===== config.mk =====
export PLATFORM = sky130hd
export DESIGN_NAME = line_transfer
export DESIGN_NICKNAME = d
export VERILOG_FILES = /design/src/verilog/cache_pkg.sv /design/src/verilog/bus_pkg.sv /design/src/verilog/line_transfer.sv
export VERILOG_INCLUDE_DIRS = /design/src /design/src/verilog
export SDC_FILE = /design/constraint.sdc
export NUM_CORES = 1
export LEC_CHECK = 0
export BUFFER_PORTS_ARGS = -buffer_cell sky130_fd_sc_hd__buf_2
export CORE_AREA = 2 2 85 87
export CTS_CLUSTER_SIZE = 25
export DETAILED_ROUTE_END_ITERATION = 8
export DIE_AREA = 0 0 87 89
export GPL_ROUTABILITY_DRIVEN = 0
export GPL_TIMING_DRIVEN = 1
export PLACE_DENSITY = 0.71
export SLEW_MARGIN = 15
export SYNTH_ARGS = -nofsm -noshare
export SYNTH_HDL_FRONTEND = slang
export SYNTH_SLANG_ARGS = --single-unit

===== constraint.sdc =====
create_clock -name clk -period 2.13 [get_ports clk]
set_input_delay 0.213 -clock clk [delete_from_list [all_inputs] [get_ports clk]]
set_output_delay 0.213 -clock clk [all_outputs]
set_load 0.01 [all_outputs]

===== src/verilog/cache_settings.svh =====
// geometry and bus width macros for the data cache, included by both packages and the RTL
`ifndef CACHE_SETTINGS_SVH
`define CACHE_SETTINGS_SVH

// address split is tag 31:14, index 13:6, word 5:2, byte 1:0
`define CACHE_ADDR_W 32

// 256 lines
`define CACHE_INDEX_W 8

// 16 words per line
`define CACHE_OFFSET_W 4

// what is left of the address above index and offset
`define CACHE_TAG_W 18

// cpu and memory bus data word
`define CACHE_WORD_W 32

// byte enables per word
`define CACHE_BYTES 4

// burst length of one write-back or refill
`define CACHE_LINE_WORDS 16

`endif

===== src/verilog/cache_pkg.sv =====
// cache-side types for the address split, stored tags, cpu request and response, and FSM states
`include "cache_settings.svh"

package cache_pkg;

	// byte select bits below the word offset
	localparam int BYTE_OFF_W = $clog2(`CACHE_BYTES);

	typedef logic [`CACHE_WORD_W-1:0] word_t;

	// one tag array entry
	typedef logic [`CACHE_TAG_W-1:0] tag_entry_t;

	// byte address seen as its cache fields
	typedef struct packed {
		logic [`CACHE_TAG_W-1:0]    tag;
		logic [`CACHE_INDEX_W-1:0]  index;
		logic [`CACHE_OFFSET_W-1:0] offset;
		logic [BYTE_OFF_W-1:0]      byte_off;
	} addr_fields_t;

	// one load or store from the cpu
	typedef struct packed {
		addr_fields_t             addr;
		logic                     we;
		logic [`CACHE_BYTES-1:0]  be;
		word_t                    wdata;
	} cpu_req_t;

	typedef struct packed {
		logic  addr_ok;
		logic  data_ok;
		word_t rdata;
	} cpu_rsp_t;

	// lookup takes two cycles, wb and refill wait for the burst engine
	typedef enum logic [1:0] {
		CTRL_IDLE   = 2'b00,
		CTRL_LOOKUP = 2'b01,
		CTRL_WB     = 2'b10,
		CTRL_REFILL = 2'b11
	} ctrl_state_t;

endpackage


===== src/verilog/bus_pkg.sv =====
// memory bus types for line bursts and the read or write direction, shared by RTL and memory model
`include "cache_settings.svh"

package bus_pkg;

	// rw encoding on the bus
	typedef enum logic {
		BUS_READ  = 1'b0,
		BUS_WRITE = 1'b1
	} bus_dir_t;

	// as stays high for the whole burst
	typedef struct packed {
		logic                     as;
		bus_dir_t                 rw;
		logic [`CACHE_ADDR_W-1:0] addr;
		cache_pkg::word_t         wdata;
	} bus_req_t;

	// one word moves on every cycle with ready high
	typedef struct packed {
		logic             ready;
		cache_pkg::word_t rdata;
	} bus_rsp_t;

endpackage


===== src/verilog/line_transfer.sv =====
// burst engine that moves one cache line between data RAM and memory bus, started by cache_ctrl
`include "cache_settings.svh"

module line_transfer (
	input  logic                                      clk,
	input  logic                                      reset,
	input  logic                                      start,
	input  bus_pkg::bus_dir_t                         dir,
	input  cache_pkg::addr_fields_t                   line_addr,
	input  logic [`CACHE_INDEX_W-1:0]                 index,
	output bus_pkg::bus_req_t                         bus_req,
	input  bus_pkg::bus_rsp_t                         bus_rsp,
	output logic [`CACHE_INDEX_W+`CACHE_OFFSET_W-1:0] ram_addr,
	output logic                                      ram_we,
	output cache_pkg::word_t                          ram_wdata,
	input  cache_pkg::word_t                          ram_rdata,
	output logic                                      busy,
	output logic                                      done
);

	// one extra bit so the count can reach the full line
	localparam int CNT_W = $clog2(`CACHE_LINE_WORDS) + 1;
	localparam logic [CNT_W-1:0] LINE_END = CNT_W'(`CACHE_LINE_WORDS);

	logic [CNT_W-1:0]            cnt;
	logic [CNT_W-1:0]            cnt_next;
	logic [`CACHE_OFFSET_W-1:0]  word_sel;
	// first busy cycle only fetches word 0, as waits for it
	logic                        primed;
	logic                        beat;
	bus_pkg::bus_dir_t           dir_q;
	cache_pkg::addr_fields_t     addr_q;
	logic [`CACHE_INDEX_W-1:0]   index_q;

	// a word moves when memory answers an active burst
	assign beat = bus_req.as && bus_rsp.ready;
	assign cnt_next = cnt + {{(CNT_W-1){1'b0}}, beat};

	always_ff @(posedge clk) begin
		if (reset) begin
			busy   <= 1'b0;
			primed <= 1'b0;
			done   <= 1'b0;
			cnt    <= '0;
		end else begin
			done <= busy && (cnt_next == LINE_END);
			if (start) begin
				busy   <= 1'b1;
				primed <= 1'b0;
				cnt    <= '0;
			end else if (busy) begin
				primed <= 1'b1;
				cnt    <= cnt_next;
				// as drops right after the last ready
				if (cnt_next == LINE_END) begin
					busy   <= 1'b0;
					primed <= 1'b0;
				end
			end
		end
	end

	// burst parameters held for the whole transfer
	always_ff @(posedge clk) begin
		if (start) begin
			dir_q           <= dir;
			index_q         <= index;
			addr_q          <= line_addr;
			addr_q.offset   <= '0;
			addr_q.byte_off <= '0;
		end
	end

	always_comb begin
		bus_req.as    = busy && primed;
		bus_req.rw    = dir_q;
		bus_req.addr  = addr_q;
		// ram output already holds the current word on write-back
		bus_req.wdata = ram_rdata;
	end

	// write-back reads one word ahead, refill writes the word on the bus
	assign word_sel = (dir_q == bus_pkg::BUS_WRITE) ? cnt_next[`CACHE_OFFSET_W-1:0]
		: cnt[`CACHE_OFFSET_W-1:0];
	assign ram_addr = {index_q, word_sel};
	assign ram_we = beat && (dir_q == bus_pkg::BUS_READ);
	assign ram_wdata = bus_rsp.rdata;

	assert property (@(posedge clk) disable iff (reset) cnt <= LINE_END);

endmodule


# ---- Yosys cells after proc, flatten, opt, wreduce, memory -nomap -nowiden
# Index checks and enable logic that the tools add are counted.
dict set report totals {
  elab_cells 20
  reg_bits 43
}
dict set report classes {
  reduce_logical 5
  mux 4
  add_sub_neg 1
  n_eq_ne 1
  n_bitwise 1
}
# cell n
set op_table {}
lappend op_table {{adder 5 x 1 -> 5 bit} 1}
lappend op_table {{== test 5 bit, second input constant} 1}
lappend op_table {{logical AND 1 bit} 4}
lappend op_table {{two-way mux 4 bit} 1}
lappend op_table {{two-way mux 1 bit} 3}
lappend op_table {{OR reduction 2 bit} 1}
lappend op_table {{inverter 1 bit} 1}

# ---- Depth between registers and ports, before layout
dict set report depth {
  depth_word 7
  mapped_depth 7
}

# ---- Worst setup path before layout
# OpenSTA, ideal clock, no wires.
dict set report synth_timing {
  kind {reg2reg}
  from {reg busy}
  to {reg busy}
  period_less_slack_ns 1.603
  stages_incl_launch_ff 8
  arrival_time_ns 1.482
  t_required_ns 2.008
  setup_time_ns 0.122
  path_slack_ns 0.527
  path_cell_list {dfxtp_1 and3_1 ha_1 ha_1 o21ai_0 o21ai_2 a211oi_1 nor3_1}
}
dict set report synth_via {
  elab_chain_cells 7
}
# item line
set synth_rtl {}
lappend synth_rtl {{start: declaration} line_transfer.sv:17} ;# output logic busy,
lappend synth_rtl {{start signal: assignment} line_transfer.sv:41} ;# busy <= 1'b0;
lappend synth_rtl {{start signal: assignment} line_transfer.sv:48} ;# busy <= 1'b1;
lappend synth_rtl {{start signal: assignment} line_transfer.sv:56} ;# busy <= 1'b0;
lappend synth_rtl {{logical AND 1 bit} line_transfer.sv:75} ;# bus_req.as = busy && primed;
lappend synth_rtl {{logical AND 1 bit} line_transfer.sv:36} ;# assign beat = bus_req.as && bus_rsp.ready;
lappend synth_rtl {{adder 5 x 1 -> 5 bit} line_transfer.sv:37} ;# assign cnt_next = cnt + {{(CNT_W-1){1'b0}}, beat};
lappend synth_rtl {{== test 5 bit} line_transfer.sv:55} ;# if (cnt_next == LINE_END) begin
lappend synth_rtl {{two-way mux 1 bit} line_transfer.sv:55}
lappend synth_rtl {{two-way mux 1 bit (*)} line_transfer.sv:51} ;# end else if (busy) begin
lappend synth_rtl {{two-way mux 1 bit (*)} line_transfer.sv:47} ;# if (start) begin
# Mark *: on every way between the ends. The rest lies on a longest branch, timed or not.
# A chain may end at the register's enable or synchronous reset.

# ---- Worst setup path in the final report
dict set report layout_timing {
  from {reg primed}
  to {out ram_addr[1]}
}
dict set report layout_via {
  elab_chain_cells 4
}
# item line
set layout_rtl {}
lappend layout_rtl {{start: declaration} line_transfer.sv:29} ;# logic primed;
lappend layout_rtl {{start signal: assignment} line_transfer.sv:42} ;# primed <= 1'b0;
lappend layout_rtl {{start signal: assignment} line_transfer.sv:49} ;# primed <= 1'b0;
lappend layout_rtl {{start signal: assignment} line_transfer.sv:52} ;# primed <= 1'b1;
lappend layout_rtl {{logical AND 1 bit} line_transfer.sv:75}
lappend layout_rtl {{logical AND 1 bit} line_transfer.sv:36}
lappend layout_rtl {{adder 5 x 1 -> 5 bit} line_transfer.sv:37}
lappend layout_rtl {{named net cnt_next[1]} line_transfer.sv:26} ;# logic [CNT_W-1:0] cnt_next;
lappend layout_rtl {{two-way mux 4 bit} line_transfer.sv:83} ;# assign word_sel = (dir_q == bus_pkg::BUS_WRITE) ? cnt_next[`CACHE_OFFSET_W-1:0]
lappend layout_rtl {{end: declaration} line_transfer.sv:13} ;# output logic [`CACHE_INDEX_W+`CACHE_OFFSET_W-1:0] ram_addr,
# The timed path passes the listed nets, and every way through them passes these cells.

==> metrics <==
status=finished, final reports clean; Clock Tree Root=clkbuf_8; largest net degree at the start of global routing=35; Synth Flop Type=edfxtp_1; antenna violations before repair=0; MaxCap Viol Count=0; DPL Wire Length=3.50 mm; Synth Cell Area=2080 sq um; crit path buf inv count=1; Setup-failing EPs final=0; Arr. time, crit path=1.74 ns; die height=89 um; highest clock rate=512 MHz; Mapped Cells=160; Die X=87 um; grt total ovfl=0; Final #Nets=291; core area=6720 sq um; P_leak=0.956 nW; DRC violations left=0; Max Root-Sink Buffers=2; top post-synthesis cells by area=edfxtp_1 51%, buf_4 26%, dfxtp_1 7.7%; drt via density=4.38; kind of critical path=flop to primary output; worst-path cell chain=and3_1 > ha_1 > ha_2 > mux2_2 > buf_2; initial drt markers=45; first-pass iteration count of the detailed router=4; worst vdd ir=0.222 mV; first-pass GRT wire length=5.94 mm; FF+latch count, synth=43; Distinct cells, synth=30; Ys Warns=0; TNS Setup=0 ns; syn avg cell area=13.0 sq um; Slew Viols, Final=0; Commonest cells post-synth=71 x buf_4, 35 x edfxtp_1, 8 x dfxtp_1, 8 x nor2_1, 4 x nand2_1; Initial Util=30.9%; Filler Cell Count=660; Power Density=850 nW/um^2; element type at the critical path end=primary output; final critical-path required period=1.95 ns; startpoint types=flop; clk slew on worst S/H paths=0.08 ns; Multi-input gate area=329 sq um; Detailed Route WL=4.40 mm; CP required=1.92 ns; count leader, synth=buf_4; Final period util=91.8%; CP peak stage delay=0.34 ns; unrepaired setup endpoints after global routing=false; Synth top area share=50.6%; gr usage total=10.6%; EDFF count, synth=35; layout cells sized above 1=56.4%; clock sink total=43; CTS tree=done; worst min-delay path class=primary input to flop; FF+latch area=1210 sq um; Util after Layout=32.6%; Clock H-tree levels=2; Max Fanout on Critical Path=4; port bufs=81; Vias=1142; Skew-Pair Late Insertion Delay=0.29 ns; post-synthesis sequential area ratio=58.3%; synth-to-layout area growth=5.67%; die area=7740 sq um; ys async rst share=0%; largest area contributor in the synthesized netlist=edfxtp_1; slowest cell on the critical path=dfxtp_1; vias in the first global route=1068; row count=30; delay-heaviest family, CP=adder cells; CTS buffer count=5; IO Pins=222; Hold Violations, Final=0; Antenna diodes=0; Worst Skew=0.00125 ns; Final ANT Viol Nets=0; routed len/inst=16.9 um
## layer usage
layer  GRT usage (%)  vias up  routed length, um
met4            9.09        0                260
met1            9.07      496               1420
met5               0        -                  0
li1                -      499                  -
met2            16.1      114               1820
met3            8.13       33                902
## flip-flops by register name, indices dropped and copies added, names as in the netlist
register / count
bus_req: 26
index_q: 8
cnt: 5
busy: 1
dir_q: 1
done: 1
primed: 1
## area by class of cell
class                   instances  area share [%]
clock buffers                   6            3.31
multi-input cells              47            15.0
repair buffers                 83            19.2
well taps                      80            4.56
clock inverters                 2            2.74
flip-flops and latches         43            55.2
## final timing paths
kind / startpoint / to / slack, ns / cells past startpoint
worst max-delay path: primed / ram_addr[1] / 0.18 / 5
worst min-delay path: index[5] / index_q[5] / 0.1 / 1
worst max register to register: primed / busy / 0.48 / 7
worst min register to register: primed / primed / 0.54 / 2
## repair_timing
item                                    4_1_cts  5_1_grt
endpoints found under the setup margin        0        1
hold buffers                                  0        0
hold endpoints to repair                      0        0
setup buffers                                 0        0
gates resized for setup                       0        2
## kinds of logic after synthesis
logic type	Yosys count	share of synthesized area, %
buffers and inverters	75	27.2
other	1	0.181
flip-flops	43	58.3
multiplexers	4	2.05
AO/OA/AOI/OAI	7	2.77
adder cells (fa/ha/maj)	2	1.21
AND/OR/NAND/NOR	23	6.15
XOR/XNOR	5	2.11
## layout by cell type, fill, tap and decap left out, drive strengths merged
cell and instances:
nor2 8, nor2b 1, o21ai 3, and3 2, and4 1, bufinv 2
edfxtp 35, a211oi 2, nand3 1, nor3 1, clkbuf 6, nand4 1
mux2i 2, conb 6, xnor2 2, nand2 4, and2 1, and3b 2
a31oi 1, dfxtp 8, or2 1, ha 2, a21oi 1, mux2 2
xor2 3, buf 83
## through the flow
step	total power [W]	setup slack [ns]	instance area [sq um]	cells	hold WS, ns
detailed placement	0.00116	0.410	2050	253	0.391
CTS	0.00189	0.0629	2180	261	0.0836
global placement	0.00115	0.397	2050	253	0.390
finish	0.00187	0.175	2190	261	0.0973
global route	0.00194	0.0471	2190	261	0.0760
floorplan	0.00119	0.527	2090	165	0.292
## power by group
group / internal, W / leakage [nW] / switching [W]
Clock: 0.000468 / 0.0654 / 0.000261
Combinational: 0.0000673 / 0.483 / 0.0000830
Sequential: 0.000969 / 0.407 / 0.0000164
Note: power is estimated with default switching activity, not from simulation.
