<file path="src/verilog/cache_settings.svh">
// geometry and bus width macros for the data cache, included by both packages and the RTL
`ifndef CACHE_SETTINGS_SVH
`define CACHE_SETTINGS_SVH

// address split is tag 31:14, index 13:6, word 5:2, byte 1:0
`define CACHE_ADDR_W 32

// 256 lines
`define CACHE_INDEX_W 8

// 16 words per line
`define CACHE_OFFSET_W 4

// what is left of the address above index and offset
`define CACHE_TAG_W 18

// cpu and memory bus data word
`define CACHE_WORD_W 32

// byte enables per word
`define CACHE_BYTES 4

// burst length of one write-back or refill
`define CACHE_LINE_WORDS 16

`endif
</file>
<file path="src/verilog/cache_pkg.sv">
// cache-side types for the address split, stored tags, cpu request and response, and FSM states
`include "cache_settings.svh"

package cache_pkg;

	// byte select bits below the word offset
	localparam int BYTE_OFF_W = $clog2(`CACHE_BYTES);

	typedef logic [`CACHE_WORD_W-1:0] word_t;

	// one tag array entry
	typedef logic [`CACHE_TAG_W-1:0] tag_entry_t;

	// byte address seen as its cache fields
	typedef struct packed {
		logic [`CACHE_TAG_W-1:0]    tag;
		logic [`CACHE_INDEX_W-1:0]  index;
		logic [`CACHE_OFFSET_W-1:0] offset;
		logic [BYTE_OFF_W-1:0]      byte_off;
	} addr_fields_t;

	// one load or store from the cpu
	typedef struct packed {
		addr_fields_t             addr;
		logic                     we;
		logic [`CACHE_BYTES-1:0]  be;
		word_t                    wdata;
	} cpu_req_t;

	typedef struct packed {
		logic  addr_ok;
		logic  data_ok;
		word_t rdata;
	} cpu_rsp_t;

	// lookup takes two cycles, wb and refill wait for the burst engine
	typedef enum logic [1:0] {
		CTRL_IDLE   = 2'b00,
		CTRL_LOOKUP = 2'b01,
		CTRL_WB     = 2'b10,
		CTRL_REFILL = 2'b11
	} ctrl_state_t;

endpackage

</file>
<file path="src/verilog/bus_pkg.sv">
// memory bus types for line bursts and the read or write direction, shared by RTL and memory model
`include "cache_settings.svh"

package bus_pkg;

	// rw encoding on the bus
	typedef enum logic {
		BUS_READ  = 1'b0,
		BUS_WRITE = 1'b1
	} bus_dir_t;

	// as stays high for the whole burst
	typedef struct packed {
		logic                     as;
		bus_dir_t                 rw;
		logic [`CACHE_ADDR_W-1:0] addr;
		cache_pkg::word_t         wdata;
	} bus_req_t;

	// one word moves on every cycle with ready high
	typedef struct packed {
		logic             ready;
		cache_pkg::word_t rdata;
	} bus_rsp_t;

endpackage

</file>
<file path="src/verilog/cache_ctrl.sv">
// cache FSM with valid and dirty bits, hit check and store merge, instantiated by d_cache
`include "cache_settings.svh"

module cache_ctrl (
	input  logic                                      clk,
	input  logic                                      reset,
	input  logic                                      start,
	input  cache_pkg::cpu_req_t                       req,
	input  cache_pkg::tag_entry_t                     tag_rdata,
	output logic                                      tag_we,
	output logic [`CACHE_INDEX_W+`CACHE_OFFSET_W-1:0] data_addr,
	input  cache_pkg::word_t                          data_rdata,
	output logic                                      data_we,
	output cache_pkg::word_t                          data_wdata,
	output logic                                      xfer_start,
	output bus_pkg::bus_dir_t                         xfer_dir,
	output cache_pkg::addr_fields_t                   xfer_line_addr,
	input  logic                                      xfer_done,
	output logic                                      addr_ok,
	output logic                                      data_ok
);

	localparam int LINES = 1 << `CACHE_INDEX_W;
	localparam int BYTE_W = `CACHE_WORD_W / `CACHE_BYTES;

	cache_pkg::ctrl_state_t state;
	// high in the second lookup cycle when both ram outputs are valid
	logic                   compare;
	logic [LINES-1:0]       valid;
	logic [LINES-1:0]       dirty;
	logic                   hit;
	logic                   in_lookup;
	cache_pkg::word_t       merged;

	assign in_lookup = (state == cache_pkg::CTRL_LOOKUP);
	assign hit = valid[req.addr.index] && (tag_rdata == req.addr.tag);

	// old word with the enabled store bytes replaced
	always_comb begin
		merged = data_rdata;
		for (int b = 0; b < `CACHE_BYTES; b++) begin
			if (req.be[b]) begin
				merged[b*BYTE_W +: BYTE_W] = req.wdata[b*BYTE_W +: BYTE_W];
			end
		end
	end

	assign addr_ok = (state == cache_pkg::CTRL_IDLE);
	// request word stays addressed through idle so rdata holds with data_ok
	assign data_addr = {req.addr.index, req.addr.offset};
	assign data_wdata = merged;
	assign data_we = in_lookup && compare && hit && req.we;
	// refill finishing installs the new tag
	assign tag_we = (state == cache_pkg::CTRL_REFILL) && xfer_done;

	// miss starts a burst, refill follows a finished write-back
	assign xfer_start = (in_lookup && compare && !hit)
		|| ((state == cache_pkg::CTRL_WB) && xfer_done);
	assign xfer_dir = (in_lookup && dirty[req.addr.index]) ? bus_pkg::BUS_WRITE
		: bus_pkg::BUS_READ;

	// victim line on write-back, requested line on refill
	always_comb begin
		xfer_line_addr = '0;
		xfer_line_addr.index = req.addr.index;
		if (xfer_dir == bus_pkg::BUS_WRITE) begin
			xfer_line_addr.tag = tag_rdata;
		end else begin
			xfer_line_addr.tag = req.addr.tag;
		end
	end

	always_ff @(posedge clk) begin
		if (reset) begin
			state   <= cache_pkg::CTRL_IDLE;
			compare <= 1'b0;
			data_ok <= 1'b0;
		end else begin
			// lookup always leaves after its compare cycle
			compare <= in_lookup && !compare;
			data_ok <= in_lookup && compare && hit;
			case (state)
				cache_pkg::CTRL_IDLE: begin
					if (start) begin
						state <= cache_pkg::CTRL_LOOKUP;
					end
				end
				cache_pkg::CTRL_LOOKUP: begin
					if (compare) begin
						if (hit) begin
							state <= cache_pkg::CTRL_IDLE;
						end else if (dirty[req.addr.index]) begin
							state <= cache_pkg::CTRL_WB;
						end else begin
							state <= cache_pkg::CTRL_REFILL;
						end
					end
				end
				cache_pkg::CTRL_WB: begin
					if (xfer_done) begin
						state <= cache_pkg::CTRL_REFILL;
					end
				end
				default: begin
					// look the request up again once the line is in
					if (xfer_done) begin
						state <= cache_pkg::CTRL_LOOKUP;
					end
				end
			endcase
		end
	end

	// fresh line is clean, a store hit marks it dirty
	always_ff @(posedge clk) begin
		if (reset) begin
			valid <= '0;
			dirty <= '0;
		end else if (tag_we) begin
			valid[req.addr.index] <= 1'b1;
			dirty[req.addr.index] <= 1'b0;
		end else if (data_we) begin
			dirty[req.addr.index] <= 1'b1;
		end
	end

	// a response needs the ram read cycle and the compare cycle of lookup
	assert property (@(posedge clk) disable iff (reset)
		data_ok |-> $past(state) == cache_pkg::CTRL_LOOKUP
			&& $past(state, 2) == cache_pkg::CTRL_LOOKUP);

endmodule

</file>
<file path="config.mk">
export PLATFORM = sky130hd
export DESIGN_NAME = cache_ctrl
export DESIGN_NICKNAME = d
export VERILOG_FILES = /design/src/verilog/cache_pkg.sv /design/src/verilog/bus_pkg.sv /design/src/verilog/cache_ctrl.sv
export VERILOG_INCLUDE_DIRS = /design/src /design/src/verilog
export SDC_FILE = /design/constraint.sdc
export NUM_CORES = 1
export LEC_CHECK = 0
export BUFFER_PORTS_ARGS = -buffer_cell sky130_fd_sc_hd__buf_2
export CAP_MARGIN = 20
export CORE_MARGIN = 10
export CORE_UTILIZATION = 60
export DETAILED_ROUTE_END_ITERATION = 8
export GPL_TIMING_DRIVEN = 1
export PLACE_DENSITY_LB_ADDON = 0.12
export RECOVER_POWER = 100
export SYNTH_ARGS = -nofsm -noshare
export SYNTH_HDL_FRONTEND = slang
export SYNTH_SLANG_ARGS = --single-unit
</file>
<file path="constraint.sdc">
create_clock -name clk -period 3.36 [get_ports clk]
set_clock_uncertainty 0.2 [all_clocks]
set_input_delay 0 -clock clk [delete_from_list [all_inputs] [get_ports clk]]
set_output_delay 0 -clock clk [all_outputs]
set_load 0.03 [all_outputs]
</file>
# Word level (Yosys, flattened, before mapping)
# Cells that the tools add are included.
# word_totals
register_bits,516
input_bits,123
output_inout_bits,82
# classes
order_cmp,2
eq_ne,7
n_reduce_logical,17
bitwise_logic,4
mux,21
# op_table
operator,count
$mux 256,2
$or 256x256->256,2
$and 256x256->256,1
$not 256->256,1
$mux 8,4
$eq 18x18->1,1
$mux 18,1
$bmux 1 s8,2
$logic_and 1x1->1,10
$mux 2,5
$lt 8x9->1 const B,1
$demux 1 s8,1
$ge 8x1->1 const B,1
$ne 2x2->1 const B,3
$pmux 2 s3,1
$mux 1,5
$eq 2x2->1 const B,2
$reduce_and 4->1,1
$reduce_bool 3->1,1
$eq 2x1->1 const B,1
$logic_not 1->1,2
$logic_not 2->1,1
$reduce_bool 2->1,1
$logic_or 1x1->1,1

# Longest topological paths before layout
# depth
word_depth,7
ltp_mapped,14

# Worst setup path before layout
# No wires, ideal clock.
# synth_path
path_type,input to output
from,input req[43] (netlist name)
to,output xfer_line_addr[14] (netlist name)
n_path_buf,4
cell_stages,10
arrival_ps,3032
required_ps,3160
setup_slack_ps,128
path_cell_list,buf_6 -> buf_2 -> buf_2 -> mux4_2 -> mux2i_1 -> o22ai_1 -> a2111o_1 -> o31ai_4 -> buf_6 -> mux2_1
# synth_lines
item,line_no,text
start: declaration,cache_ctrl.sv:8,"input cache_pkg::cpu_req_t req,"
end: declaration,cache_ctrl.sv:17,"output cache_pkg::addr_fields_t xfer_line_addr,"

==> summary.md <==
| Metric | Value |
|---|---|
| Global-route wire length before repair | `133000 µm` |
| Max-Cap Viols | `0` |
| Synth Flop Type | `dfxtp_1` |
| Cell variety after synth | `61` |
| Number of remaining DRC errors | `0` |
| Ys async rst share | `0` |
| Post-synth EDFFs | `0` |
| Final period util | `1.15` |
| Total GRT Usage | `0.335` |
| # rows | `75` |
| Crit path max-delay cell type | `mux4_2` |
| Detailed Routing Iterations Pass 1 | `6` |
| Synthesized area | `25400 µm²` |
| #FFs+latches synth | `around 520` |
| Cell Pwr Density | `460 nW/µm²` |
| WP data arrival | `~3.7 ns` |
| Comb power frac | `0.121` |
| Static Leakage | `11.3 nW` |
| Share of layout cells above drive strength 1 | `0.209` |
| RSZ-0062 raised after global routing | `yes` |
| Largest net degree at the start of global routing | `254` |
| Maximum clock insertion buffer count | `3` |
| Critical path endpoint category | `output pin` |
| Setup crit start kind | `register` |
| Status | `finished, violations left` |
| Port bufs | `188` |
| CP required | `3.16 ns` |
| CORE AREA | `41900 µm²` |
| Vias in the first global route | `approximately 23000` |
| Initial core utilization | `0.606` |
| Initial antenna violation count | `2` |
| Area grow syn2layout | `16.0%` |
| Register area share after synthesis | `0.406` |
| Clock root buffer | `clkbuf_16` |
| Clock Latency Late Sink | `0.61 ns` |
| Final wirelength | `88800 µm` |
| Cell mode on critical path | `buf_6` |
| Final ANT Viol Nets | `0` |
| Max Transition Viols Final | `0` |
| Die Span X | `roughly 230 µm` |
| CTS tree | `built` |
| Kind of critical path | `reg -> out` |
| CP Max Fanout | `5` |
| CTS H-tree lvls | `2` |
| Tmin final | `about 3.9 ns` |
| Register share of total power | `0.452` |
| # setup viols final | `91` |
| Failing checks | `setup timing` |
| Via count | `23563` |
| Crit path cell chain | `mux4_2 > mux4_2 > mux2i_1 > o22ai_1 > a2111o_1 > o31ai_4 > buf_6 > buf_6 > clkbuf_16 > mux2_4 > buf_6` |
| Num CTS Buffers | `53` |
| IO Pins | `205` |
| Fmax | `about 260 MHz` |
| Psw | `3.53 mW` |
| Final hold vios | `0` |
| Fin worst setup slack | `-0.518 ns` |
| Clock power share | `0.427` |
| Synthesis Warnings | `0` |
| Internal power | `between 10 and 15 mW` |
| Worst hold path type | `in -> reg` |
| GR Overflow Total | `0` |
| # nets final | `3057` |
| Worst R2R Setup Slack | `-0.12 ns` |
| Die H | `~230 µm` |
| Syn Area/Cell | `a little over 9 µm²` |
| Design Area, Final | `between 20000 and 30000 µm²` |
| Cells after Synth | `2807` |
| Hold_ws | `0.102 ns` |
| Wire length per cell | `25.3 µm` |
| Worst slew pin tran | `1.43 ns` |
| Max_slew headroom | `0.0487` |
| Setup TNS | `-11.95 ns` |
| Clk sink count | `516` |
| Sw frac | `0.260` |
| Worst-path clk slew | `0.06 ns` |
| Iteration-0 DRC Markers | `around 3200` |
| Vias per cell | `about 6.7` |
| Dpl hpwl | `around 58000 µm` |
| Setup WS pre-CTS | `-0.138 ns` |
| GP Congestion | `between 0.9 and 1` |
| Die ar. | `between 50000 and 60000 µm²` |
| Placed Area | `between 20000 and 30000 µm²` |
| Peak VDD IR | `350 µV` |
| CP max stage delay | `0.52 ns` |
metrics by stage:
stage | total power [mW] | utilization | std cells
2_1_floorplan | 7.22 | - | 2812
3_3_place_gp | 7.71 | 0.654 | 3393
3_5_place_dp | 7.73 | 0.654 | 3393
4_1_cts | 13.6 | 0.704 | 3500
5_1_grt | 13.9 | 0.703 | 3508
6_report | 13.6 | 0.703 | 3508
area by class of cell:
type,instances,area (µm²)
multi-input cells,1976,13900
fillers,3208,12500
flip-flops and latches,516,10300
repair buffers,374,2820
clock buffers,73,1530
well taps,539,674
clock inverters,19,153
inverters,9,33.8
diodes,2,5.00
routing by layer:
metal | share of wire | routed length (µm) | up-vias | track usage
met4 | 0.048 | 4230 | 0 | 0.164
met1 | 0.39 | 34400 | 11408 | 0.437
li1 | - | - | 10389 | -
met3 | 0.12 | 11100 | 265 | 0.0854
met2 | 0.44 | 39200 | 1501 | 0.508
met5 | 0 | 0 | - | 0
placed cells by master (no fill, tap or decap), types with 42 or more instances in the layout:
cell	n
mux4_2	126
nand2_1	52
a21oi_1	267
buf_4	124
nand3_1	55
dfxtp_1	516
nor3_1	131
mux2_2	50
buf_2	119
clkbuf_16	54
clkbuf_1	61
a21boi_0	45
nand4_1	130
a22oi_1	214
nand2b_1	266
nand4b_1	42
nor2_1	404
path summary, 6_finish.rpt:
check / start / end / depth (start not counted)
max reg2reg: state[0] / valid[1] / 10
min: req[48] / register / 4
max: register / xfer_line_addr[19] / 11
min reg2reg: valid[189] / valid[189] / 2
worst max-delay path: cells and delay by family (launching register included):
family / cells / cell delay, ns
mux: 4 / 1.51
buf+inv: 4 / 0.56
flops: 1 / 0.32
compound gates: 3 / 0.68
Yosys cell counts (all sizes together) (3+ instances only):
master / instances / area (µm²)
ha: 4 / 50.1
buf: 97 / 557
a21oi: 267 / 1340
a211oi: 9 / 67.6
mux4: 126 / 2840
o41ai: 3 / 26.3
nand3: 55 / 275
a31oi: 4 / 25.0
nor2: 413 / 1550
xnor2: 16 / 140
nor4: 7 / 43.8
a22oi: 214 / 1610
o21ai: 5 / 25.0
clkbuf: 214 / 803
o311ai: 4 / 35.0
dfxtp: 516 / 10300
o211ai: 3 / 22.5
or2: 3 / 18.8
nor3: 139 / 696
mux2i: 30 / 300
and2: 4 / 25.0
nand2: 53 / 199
inv: 9 / 33.8
nand4b: 42 / 368
mux2: 64 / 721
nand4: 130 / 813
a21boi: 45 / 338
nor2b: 22 / 138
nand3b: 3 / 22.5
o22ai: 6 / 37.5
nand2b: 266 / 1660
power groups by stage:
stage	Clock (mW)	Sequential [mW]	Combinational, mW
2_1_floorplan	0	6.27	0.950
3_3_place_gp	0	6.27	1.44
3_5_place_dp	0	6.27	1.46
4_1_cts	5.84	6.14	1.58
5_1_grt	6.07	6.14	1.70
6_report	5.80	6.14	1.64
what timing repair did:
action / in CTS / in global routing
endpoints found under the hold margin: 139 / 0
setup endpoints to repair: 21 / 21
gates resized for setup: 66 / 12
gates cloned: 1 / 2
hold buffers: 12 / 0
pin swaps: 5 / 1
setup buffers: 3 / 5
cell families (layout without fill, tap and decap cells):
| group | Yosys count | in the layout | synth area share |
|---|---|---|---|
| AOI/OAI and AO/OA | 582 | 582 | 0.147 |
| xor gates and xnor gates | 18 | 18 | 0.00620 |
| adders and majority gates | 4 | 4 | 0.00197 |
| buffers and inverters | 320 | 475 | 0.0548 |
| DFF | 516 | 516 | 0.406 |
| muxes | 220 | 220 | 0.152 |
| other | 1 | 8 | 0.000148 |
| and+or+nand+nor | 1146 | 1146 | 0.232 |
(Power assumes the default switching activity.)
